## config.mk

```make
export PLATFORM = sky130hd
export DESIGN_NAME = user_io_top
export DESIGN_NICKNAME = d
export VERILOG_FILES = /design/src/design/uio_pkg.sv /design/src/design/uio_byte_if.sv /design/src/design/spi_frame_counter.sv /design/src/design/uio_cmd_fsm.sv /design/src/design/uio_field_reg.sv /design/src/design/uio_key_decoder.sv /design/src/design/user_io_top.sv
export SDC_FILE = /design/constraint.sdc
export NUM_CORES = 1
export LEC_CHECK = 0
export BUFFER_PORTS_ARGS = -buffer_cell sky130_fd_sc_hd__buf_2
export CAP_MARGIN = 20
export CORE_MARGIN = 2
export CORE_UTILIZATION = 55
export DETAILED_ROUTE_END_ITERATION = 7
export GPL_TIMING_DRIVEN = 1
export PLACE_DENSITY = 0.9
export RECOVER_POWER = 50
export SLEW_MARGIN = 0
export SYNTH_ARGS = -nofsm -noshare
export SYNTH_HDL_FRONTEND = slang
export SYNTH_SLANG_ARGS = --single-unit
```

## constraint.sdc

```tcl
create_clock -name clk_sys -period 5.1 [get_ports clk_sys]
set_clock_uncertainty 0.15 [all_clocks]
set_input_delay 0.255 -clock clk_sys [delete_from_list [all_inputs] [get_ports clk_sys]]
set_output_delay 0.255 -clock clk_sys [all_outputs]
set_load 0.03 [all_outputs]
```

## src/design/uio_pkg.sv

```systemverilog
// I/O link package with opcodes, byte types, payload layouts and reply constants
`default_nettype none

package uio_pkg;

	// width of the byte position counter, saturates at its top value
	localparam int UIO_BYTE_CNT_W = 8;

	// one byte as it travels on SPI
	typedef logic [7:0] byte_t;
	// byte position inside a transfer
	typedef logic [UIO_BYTE_CNT_W-1:0] byte_cnt_t;

	// buttons byte as sent with opcode 01h
	typedef struct packed {
		logic       reserved;
		logic       no_csync;
		logic       ypbpr;
		logic       sd_disable;
		logic [1:0] switches;
		logic [1:0] buttons;
	} but_sw_t;

	// joystick word, lane 0 arrives first
	typedef logic [31:0] joy_t;
	// 64-bit core status word
	typedef logic [63:0] status_t;

	// command FSM states
	typedef enum logic [1:0] {
		IDLE,
		OPCODE,
		PAYLOAD,
		IGNORE
	} cmd_state_t;

	// first MISO byte of every transfer marks an 8-bit core
	localparam byte_t UIO_CORE_TYPE = 8'hA4;
	// feature bits reported after opcode 80h
	localparam logic [31:0] UIO_FEATURES = 32'h00C0_0012;

	// opcodes handled by this core
	localparam byte_t UIO_OP_BUT_SW   = 8'h01;
	localparam byte_t UIO_OP_KEY      = 8'h05;
	localparam byte_t UIO_OP_STATUS   = 8'h1E;
	localparam byte_t UIO_OP_JOY0     = 8'h60;
	localparam byte_t UIO_OP_JOY1     = 8'h61;
	localparam byte_t UIO_OP_FEATURES = 8'h80;

	// ps/2 scan-code prefixes
	localparam byte_t UIO_KEY_EXT   = 8'hE0;
	localparam byte_t UIO_KEY_BREAK = 8'hF0;

endpackage

`default_nettype wire

```

## src/design/uio_byte_if.sv

```systemverilog
// byte hand-over between the SPI framer and the command FSM
`timescale 1ns/100ps
`default_nettype none

interface uio_byte_if;
	import uio_pkg::*;

	// one clk_sys pulse per completed MOSI byte
	logic rx_strobe;
	// assembled byte, valid while rx_strobe is high
	byte_t rx_byte;
	// position of rx_byte in the transfer with the opcode at 0
	byte_cnt_t byte_idx;
	// reply for the next byte on MISO
	byte_t tx_byte;

	// framer side produces bytes and takes the reply
	modport framer (
		output rx_strobe,
		output rx_byte,
		output byte_idx,
		input  tx_byte
	);

	// command side consumes bytes and picks the reply
	modport cmd (
		input  rx_strobe,
		input  rx_byte,
		input  byte_idx,
		output tx_byte
	);

endinterface

`default_nettype wire

```

## src/design/spi_frame_counter.sv

```systemverilog
// SPI framer that oversamples the link, counts bits and bytes and drives MISO
`timescale 1ns/100ps
`default_nettype none

module spi_frame_counter (
	input  logic       clk_sys,
	input  logic       SPI_SS_IO,
	input  logic       spi_clk_i,
	input  logic       spi_mosi_i,
	output logic       spi_miso_o,
	uio_byte_if.framer bus
);
	import uio_pkg::*;

	// sck sync stages 0 and 1, stage 2 is the history for edge detect
	logic [2:0] sck_q;
	// mosi runs through the same two stages so it lines up with sck_q[1]
	logic [1:0] mosi_q;
	logic       sck_rise;
	logic       sck_fall;
	logic [2:0] bit_cnt;
	byte_cnt_t  byte_cnt;
	// first seven bits of the byte in flight
	logic [6:0] rx_shift;
	// reply shifter, msb goes out first
	byte_t      tx_shift;

	assign sck_rise = sck_q[1] & ~sck_q[2];
	assign sck_fall = ~sck_q[1] & sck_q[2];

	always_ff @(posedge clk_sys or posedge SPI_SS_IO) begin
		if (SPI_SS_IO) begin
			sck_q <= '0;
		end else begin
			sck_q <= {sck_q[1:0], spi_clk_i};
		end
	end

	always_ff @(posedge clk_sys) begin
		mosi_q <= {mosi_q[0], spi_mosi_i};
	end

	// bit and byte counting, strobe on the eighth rising edge
	always_ff @(posedge clk_sys or posedge SPI_SS_IO) begin
		if (SPI_SS_IO) begin
			bit_cnt <= '0;
			byte_cnt <= '0;
			bus.rx_strobe <= 1'b0;
		end else begin
			bus.rx_strobe <= sck_rise && (bit_cnt == 3'd7);
			if (sck_rise) begin
				bit_cnt <= bit_cnt + 3'd1;
				// byte counter sticks at its top value on long transfers
				if ((bit_cnt == 3'd7) && !(&byte_cnt)) begin
					byte_cnt <= byte_cnt + byte_cnt_t'(1);
				end
			end
		end
	end

	// mosi assembly, a cut-off byte never reaches rx_byte since bit_cnt restarts
	always_ff @(posedge clk_sys) begin
		if (sck_rise) begin
			rx_shift <= {rx_shift[5:0], mosi_q[1]};
			if (bit_cnt == 3'd7) begin
				bus.rx_byte <= {rx_shift, mosi_q[1]};
				bus.byte_idx <= byte_cnt;
			end
		end
	end

	// core type sits in the shifter while deselected so bit 7 is out early
	always_ff @(posedge clk_sys or posedge SPI_SS_IO) begin
		if (SPI_SS_IO) begin
			tx_shift <= UIO_CORE_TYPE;
		end else if (sck_fall) begin
			// wrapped bit counter means a new byte starts here
			if (bit_cnt == 3'd0) begin
				tx_shift <= bus.tx_byte;
			end else begin
				tx_shift <= {tx_shift[6:0], 1'b0};
			end
		end
	end

	assign spi_miso_o = tx_shift[7];

	// a deselected link never hands a byte to the command side
	a_no_strobe_in_ss: assert property (@(posedge clk_sys) SPI_SS_IO |-> !bus.rx_strobe);

endmodule

`default_nettype wire

```

## src/design/uio_cmd_fsm.sv

```systemverilog
// command FSM that latches the opcode, routes payload bytes and picks reply bytes
`timescale 1ns/100ps
`default_nettype none

module uio_cmd_fsm (
	input  logic               clk_sys,
	input  logic               SPI_SS_IO,
	uio_byte_if.cmd            bus,
	output logic               but_sw_we_o,
	output logic               joy0_we_o,
	output logic               joy1_we_o,
	output logic               status_we_o,
	output uio_pkg::byte_cnt_t lane_o,
	output uio_pkg::byte_t     data_o,
	output logic               key_we_o,
	output logic               key_first_o
);
	import uio_pkg::*;

	cmd_state_t state;
	byte_t      opcode;
	logic       known_op;
	logic       payload_stb;
	byte_t      reply_next;

	// opcodes this core answers, everything else is skipped
	always_comb begin
		case (bus.rx_byte)
			UIO_OP_BUT_SW, UIO_OP_KEY, UIO_OP_STATUS,
			UIO_OP_JOY0, UIO_OP_JOY1, UIO_OP_FEATURES:
				known_op = 1'b1;
			default:
				known_op = 1'b0;
		endcase
	end

	// SS high restarts every transfer in IDLE
	always_ff @(posedge clk_sys or posedge SPI_SS_IO) begin
		if (SPI_SS_IO) begin
			state <= IDLE;
		end else if (bus.rx_strobe) begin
			case (state)
				IDLE:    state <= known_op ? OPCODE : IGNORE;
				OPCODE:  state <= PAYLOAD;
				default: state <= state;
			endcase
		end
	end

	always_ff @(posedge clk_sys) begin
		if (bus.rx_strobe && (bus.byte_idx == '0)) begin
			opcode <= bus.rx_byte;
		end
	end

	// one write enable per target straight from the strobe
	assign payload_stb = bus.rx_strobe && ((state == OPCODE) || (state == PAYLOAD));
	assign but_sw_we_o = payload_stb && (opcode == UIO_OP_BUT_SW);
	assign joy0_we_o   = payload_stb && (opcode == UIO_OP_JOY0);
	assign joy1_we_o   = payload_stb && (opcode == UIO_OP_JOY1);
	assign status_we_o = payload_stb && (opcode == UIO_OP_STATUS);
	assign key_we_o    = payload_stb && (opcode == UIO_OP_KEY);
	// still in OPCODE means this is the first payload byte
	assign key_first_o = (state == OPCODE);
	// payload lane 0 is the byte after the opcode
	assign lane_o = bus.byte_idx - byte_cnt_t'(1);
	assign data_o = bus.rx_byte;

	// reply for the byte after the one just received
	always_comb begin
		reply_next = '0;
		if (bus.byte_idx == '0) begin
			// echo the feature opcode to confirm support
			if (bus.rx_byte == UIO_OP_FEATURES) begin
				reply_next = UIO_OP_FEATURES;
			end
		end else if ((opcode == UIO_OP_FEATURES) && (bus.byte_idx <= byte_cnt_t'(4))) begin
			reply_next = UIO_FEATURES[(4 - bus.byte_idx) * 8 +: 8];
		end
	end

	always_ff @(posedge clk_sys or posedge SPI_SS_IO) begin
		if (SPI_SS_IO) begin
			bus.tx_byte <= '0;
		end else if (bus.rx_strobe) begin
			bus.tx_byte <= reply_next;
		end
	end

	// targets in the field registers and key decoder never see two writes at once
	a_one_target: assert property (@(posedge clk_sys)
		$onehot0({but_sw_we_o, joy0_we_o, joy1_we_o, status_we_o, key_we_o}));

endmodule

`default_nettype wire

```

## src/design/uio_field_reg.sv

```systemverilog
// byte-lane register filled little-endian from command payload bytes
`timescale 1ns/100ps
`default_nettype none

module uio_field_reg #(
	parameter type payload_t = uio_pkg::but_sw_t
) (
	input  logic               clk_sys,
	input  logic               wr_en_i,
	input  uio_pkg::byte_cnt_t lane_i,
	input  uio_pkg::byte_t     data_i,
	output payload_t           value_o
);

	// number of whole byte lanes in the payload
	localparam int LANES = $bits(payload_t) / 8;

	logic [$bits(payload_t)-1:0] value_q;

	// extra bytes past the payload width fall away here
	always_ff @(posedge clk_sys) begin
		if (wr_en_i && (lane_i < LANES)) begin
			value_q[lane_i * 8 +: 8] <= data_i;
		end
	end

	// fields keep their value across transfers
	assign value_o = payload_t'(value_q);

	// write enable comes out of the reset FSM and must always be known
	a_we_known: assert property (@(posedge clk_sys) !$isunknown(wr_en_i));

endmodule

`default_nettype wire

```

## src/design/uio_key_decoder.sv

```systemverilog
// PS/2 scan-code decoder producing key events with make/break and extended flags
`timescale 1ns/100ps
`default_nettype none

module uio_key_decoder (
	input  logic           clk_sys,
	input  logic           SPI_SS_IO,
	input  logic           key_we_i,
	input  logic           key_first_i,
	input  uio_pkg::byte_t data_i,
	output logic           key_strobe_o,
	output uio_pkg::byte_t key_code_o,
	output logic           key_pressed_o,
	output logic           key_extended_o
);
	import uio_pkg::*;

	// prefixes seen so far for the pending key
	logic ext_q;
	logic brk_q;
	// flags as they apply to the current byte
	logic ext_cur;
	logic brk_cur;
	logic is_prefix;

	// first payload byte of a transfer starts a fresh sequence
	assign ext_cur   = ext_q & ~key_first_i;
	assign brk_cur   = brk_q & ~key_first_i;
	assign is_prefix = (data_i == UIO_KEY_EXT) || (data_i == UIO_KEY_BREAK);

	always_ff @(posedge clk_sys or posedge SPI_SS_IO) begin
		if (SPI_SS_IO) begin
			ext_q <= 1'b0;
			brk_q <= 1'b0;
			key_strobe_o <= 1'b0;
		end else begin
			key_strobe_o <= 1'b0;
			if (key_we_i) begin
				if (data_i == UIO_KEY_EXT) begin
					ext_q <= 1'b1;
					brk_q <= brk_cur;
				end else if (data_i == UIO_KEY_BREAK) begin
					ext_q <= ext_cur;
					brk_q <= 1'b1;
				end else begin
					// key code ends the sequence
					ext_q <= 1'b0;
					brk_q <= 1'b0;
					key_strobe_o <= 1'b1;
				end
			end
		end
	end

	// event payload, valid from the key_strobe_o cycle on
	always_ff @(posedge clk_sys) begin
		if (key_we_i && !is_prefix) begin
			key_code_o <= data_i;
			key_pressed_o <= ~brk_cur;
			key_extended_o <= ext_cur;
		end
	end

endmodule

`default_nettype wire

```

## src/design/user_io_top.sv

```systemverilog
// I/O link top that turns controller SPI commands into core-facing registers
`timescale 1ns/100ps
`default_nettype none

module user_io_top (
	input  logic             clk_sys,
	input  logic             SPI_SS_IO,
	input  logic             SPI_CLK,
	input  logic             SPI_MOSI,
	output logic             SPI_MISO,
	output logic [1:0]       buttons_o,
	output logic [1:0]       switches_o,
	output logic             scandoubler_disable_o,
	output logic             ypbpr_o,
	output logic             no_csync_o,
	output uio_pkg::joy_t    joystick_0_o,
	output uio_pkg::joy_t    joystick_1_o,
	output uio_pkg::status_t status_o,
	output logic             key_strobe_o,
	output uio_pkg::byte_t   key_code_o,
	output logic             key_pressed_o,
	output logic             key_extended_o
);
	import uio_pkg::*;

	// framer to FSM byte channel
	uio_byte_if byte_bus ();

	// per-target write enables with shared lane and data
	logic      but_sw_we;
	logic      joy0_we;
	logic      joy1_we;
	logic      status_we;
	logic      key_we;
	logic      key_first;
	byte_cnt_t lane;
	byte_t     wr_data;
	but_sw_t   but_sw;

	spi_frame_counter u_framer (
		.clk_sys    (clk_sys),
		.SPI_SS_IO  (SPI_SS_IO),
		.spi_clk_i  (SPI_CLK),
		.spi_mosi_i (SPI_MOSI),
		.spi_miso_o (SPI_MISO),
		.bus        (byte_bus.framer)
	);

	uio_cmd_fsm u_cmd (
		.clk_sys     (clk_sys),
		.SPI_SS_IO   (SPI_SS_IO),
		.bus         (byte_bus.cmd),
		.but_sw_we_o (but_sw_we),
		.joy0_we_o   (joy0_we),
		.joy1_we_o   (joy1_we),
		.status_we_o (status_we),
		.lane_o      (lane),
		.data_o      (wr_data),
		.key_we_o    (key_we),
		.key_first_o (key_first)
	);

	// one register per target, sized by its payload type
	uio_field_reg #(.payload_t(but_sw_t)) u_but_sw (
		.clk_sys (clk_sys),
		.wr_en_i (but_sw_we),
		.lane_i  (lane),
		.data_i  (wr_data),
		.value_o (but_sw)
	);

	uio_field_reg #(.payload_t(joy_t)) u_joy0 (
		.clk_sys (clk_sys),
		.wr_en_i (joy0_we),
		.lane_i  (lane),
		.data_i  (wr_data),
		.value_o (joystick_0_o)
	);

	uio_field_reg #(.payload_t(joy_t)) u_joy1 (
		.clk_sys (clk_sys),
		.wr_en_i (joy1_we),
		.lane_i  (lane),
		.data_i  (wr_data),
		.value_o (joystick_1_o)
	);

	uio_field_reg #(.payload_t(status_t)) u_status (
		.clk_sys (clk_sys),
		.wr_en_i (status_we),
		.lane_i  (lane),
		.data_i  (wr_data),
		.value_o (status_o)
	);

	uio_key_decoder u_keys (
		.clk_sys        (clk_sys),
		.SPI_SS_IO      (SPI_SS_IO),
		.key_we_i       (key_we),
		.key_first_i    (key_first),
		.data_i         (wr_data),
		.key_strobe_o   (key_strobe_o),
		.key_code_o     (key_code_o),
		.key_pressed_o  (key_pressed_o),
		.key_extended_o (key_extended_o)
	);

	// buttons byte unpacked onto the core pins
	assign buttons_o             = but_sw.buttons;
	assign switches_o            = but_sw.switches;
	assign scandoubler_disable_o = but_sw.sd_disable;
	assign ypbpr_o               = but_sw.ypbpr;
	assign no_csync_o            = but_sw.no_csync;

endmodule

`default_nettype wire

```

==> summary by stage <==
Run status
The run finished with clean final reports.

Layout
The final layout contains 735 nets. The layout overhead on the synthesized area is 17.71%. In the layout the commonest cells are sky130_fd_sc_hd__edfxtp_1, sky130_fd_sc_hd__clkbuf_1, sky130_fd_sc_hd__and2_1. The most frequent standard cell in the layout excluding fill and tap cells is sky130_fd_sc_hd__edfxtp_1. The finished cells cover 0.009862 mm2.

The antenna diode instance count is 0. In the final layout, the share of cells above drive strength 1 is 0.1061.

Detailed routing
The post-detailed-route wirelength per cell is 20.80 um. Once detail routing completed, the nets flagged for antenna violations numbered 0. Using the TritonRoute via totals, the vias-per-cell ratio works out to 5.757.

In the routed design, unresolved DRC markers number 0. The routed wire length is 19.20 mm. The DRC violation total after the first TritonRoute iteration is 454. The first-pass iteration count of the detailed router is 5. The via count of the routed design is 5314.

Power and ir drop
The worst-case IR drop observed on VDD is 0.0002199 V. For this design the ratio of total power to cell area is 373.6 mW/mm2. The leakage power of the design is 3.450 nW.

Placement
Input and output buffers added on the ports amount to 150. Once placement finished, the instance area stood at 0.009303 mm2. After legalization and detailed placement, the total HPWL measured 13.00 mm. Routability-driven placement finished with a final weighted congestion of 0.8848.

STA
The sum of negative setup slack is 0 ps. Setup violations remaining at the end of the flow were counted as 0. For the pin with the worst max-slew slack, the measured transition is 1278 ps.

Setup repair after global routing left no endpoint under its margin. Dividing the final minimum period by the clock period gives 0.8600. The number of endpoints with negative hold slack in the final report was 0. Headroom to the max-slew limit came out at 0.1481. The top achievable clock speed is 228.0 MHz. The final-report max-slew violation count is 0. The worst path in the final design needs a cycle of 4386 ps, including I/O delays and setup.

Global routing
The initial antenna violation count is 0. The total global routing overflow is 0. The global routing met2 resource utilization is 0.4121.

Across every metal layer, demand over resource in global routing totals 0.2308. For this run, global-route usage on met3 was measured as 0.03811. The first-pass GRT wire length is 28.85 mm. The via count of the first global-routing pass is 5333. met2 is the most crowded layer. Entering global routing, the biggest net connects 31 pins. For this run, global-route usage on met1 was measured as 0.2783.

Synthesis
The area fraction of the dominant cell type after synthesis is 0.6308. The total number of yosys warnings is 0. The share of the Yosys chip area taken by registers is 0.7257. Dividing the synthesized area by the synthesized cell count gives 14.93 um2. In this run the cell area of the synthesized design comes to 0.008378 mm2. Counting flops with a built-in enable in the synthesized netlist gives 176.

Synthesis produced a netlist with a net count of 575. Synthesis produced a netlist whose cell count is 561. The leading register cell type out of synthesis is sky130_fd_sc_hd__edfxtp_1. The synthesized design spends more area on one cell type than any other, namely sky130_fd_sc_hd__edfxtp_1. Of all flip-flops after synthesis, the portion carrying an async set or reset was 0.1442. The netlist uses 58 different library cells. By area the synthesized netlist is led by sky130_fd_sc_hd__edfxtp_1, sky130_fd_sc_hd__dfrtp_1, sky130_fd_sc_hd__and2_1, sky130_fd_sc_hd__and3_1, sky130_fd_sc_hd__ha_1. In this run, synthesis produced a sequential element count of 208.

Clock network
The tree built by TritonCTS fans out to 208 sinks. In this run, CTS created clock tree buffers numbering 21. The number of cells upsized or downsized after cts is 0.

The tree is rooted in a sky130_fd_sc_hd__clkbuf_16. The count of buffers added by post-CTS timing repair for setup is 0. The clock transition time at the flip-flop clock pins of the worst setup and hold paths is 60 ps. The clock reaches the later pin of the worst-skew pair after 490 ps.

CTS built an H-tree with a depth of 1. TritonCTS built the clock tree. The count of hold-fix buffers inserted at cts is 3. The maximum buffer depth of the clock tree is 3.

Critical path
Along the worst path, the maximum fanout reaches 17. The data required time of the worst path is 5060 ps. In this run the register-to-register setup slack is 710 ps. The worst path arrival time is 4350 ps.

The critical path is of the reg2reg type. The worst setup path is captured at a register. The worst setup path is launched from a register.

Floorplanning
The cell row count is 45. In this run the horizontal extent of the chip is 127.4 um. Pin placement for this block handled 151 I/O pins. The initial standard-cell utilization of the core is 0.5573. The region available for standard cell placement spans 0.01503 mm2.

The die height is 127.4 um. The die covers 0.01624 mm2.

Run
The number of maximum-capacitance constraint violations is 0.

Hold path
The worst hold path belongs to the class in2async.
-- per-layer routing --
metal	vias to the layer above	share of wire
li1	2391	-
met1	2570	0.37
met2	303	0.52
met3	50	0.079
met4	0	0.031
met5	-	0
-- cell families after synthesis --
group | synth area share
AOI/OAI and AO/OA | 0.04032
and+or+nand+nor | 0.1652
xor gates and xnor gates | 0.02166
adders and majority gates | 0.01493
muxes | 0.006272
DFF | 0.7257
buffers and inverters | 0.02598
-- state kept, by name, summed over array words and instances, names as in the netlist, 3 cells and up --
signal / cells
u_framer.rx_shift: 7
u_cmd.bus.tx_byte: 3
u_framer.bit_cnt: 3
u_joy1.value_o: 32
u_but_sw.value_o: 7
u_framer.bus.byte_idx: 8
u_cmd.opcode: 8
u_framer.tx_shift: 7
u_keys.key_code_o: 8
u_framer.bus.rx_byte: 8
u_framer.byte_cnt: 8
u_framer.sck_q: 3
u_joy0.value_o: 32
u_status.value_o: 64
-- worst paths after layout --
check / startpoint / endpoint / cells past startpoint
setup / recovery: u_framer.bus.byte_idx[0] / u_joy0.value_o[12] / 10
hold / removal: SPI_SS_IO / u_framer.sck_q[0] / 3
setup reg to reg: u_framer.bus.byte_idx[0] / u_joy0.value_o[12] / 10
hold reg to reg: u_framer.mosi_q[0] / u_framer.mosi_q[1] / 0
max in group asynchronous: SPI_SS_IO / u_framer.bit_cnt[0] / 4
min in group clk_sys: u_framer.mosi_q[0] / u_framer.mosi_q[1] / 0
-- where the power goes --
group / internal, mW / total, mW / switching (mW)
Combinational: 0.0734 / 0.188 / 0.114
Sequential: 1.87 / 1.92 / 0.0495
Clock: 0.959 / 1.58 / 0.617
-- cells in the mapped netlist, drive strengths merged (4+ instances only) --
library cell / number
edfxtp: 176
and2: 62
and3: 42
dfrtp: 27
nor3: 23
nand2: 21
nor2: 20
inv: 17
nand3: 16
clkbuf: 15
buf: 13
o21ai: 13
a21oi: 10
ha: 10
xnor2: 10
nand4: 9
xor2: 9
nor4: 8
nor2b: 5
nor3b: 5
nand2b: 4
-- through the flow --
stage	hold slack (ps)	instances	setup WS, ps	power, mW	utilization
floorplan	132.7	561	1224	2.086	-
global placement	164.9	882	913.5	2.125	0.6188
detailed placement	168.2	882	761.1	2.142	0.6188
CTS	181.9	922	743.9	3.690	0.6680
global route	93.62	923	447.2	3.791	0.6560
finish	75.97	923	713.8	3.684	0.6560
-- critical path: stages (launching register included) --
cell	delay, ps
sky130_fd_sc_hd__edfxtp_1	630
sky130_fd_sc_hd__inv_1	260
sky130_fd_sc_hd__ha_1	440
sky130_fd_sc_hd__nor3b_1	370
sky130_fd_sc_hd__xor2_1	210
sky130_fd_sc_hd__a21oi_2	90
sky130_fd_sc_hd__and2_1	180
sky130_fd_sc_hd__ha_1	280
sky130_fd_sc_hd__nor2b_1	150
sky130_fd_sc_hd__o2111ai_2	480
sky130_fd_sc_hd__nor3_2	770
-- final cells by class --
type | count | area [um2]
inverter | 18 | 67.56
fill | 1101 | 5171
multi-input combinational | 307 | 2087
tap | 188 | 235.2
clock inverter | 14 | 176.4
clock buffer | 23 | 533.0
sequential | 208 | 6080
timing repair buffer | 165 | 683.2
(Power assumes the default switching activity.)
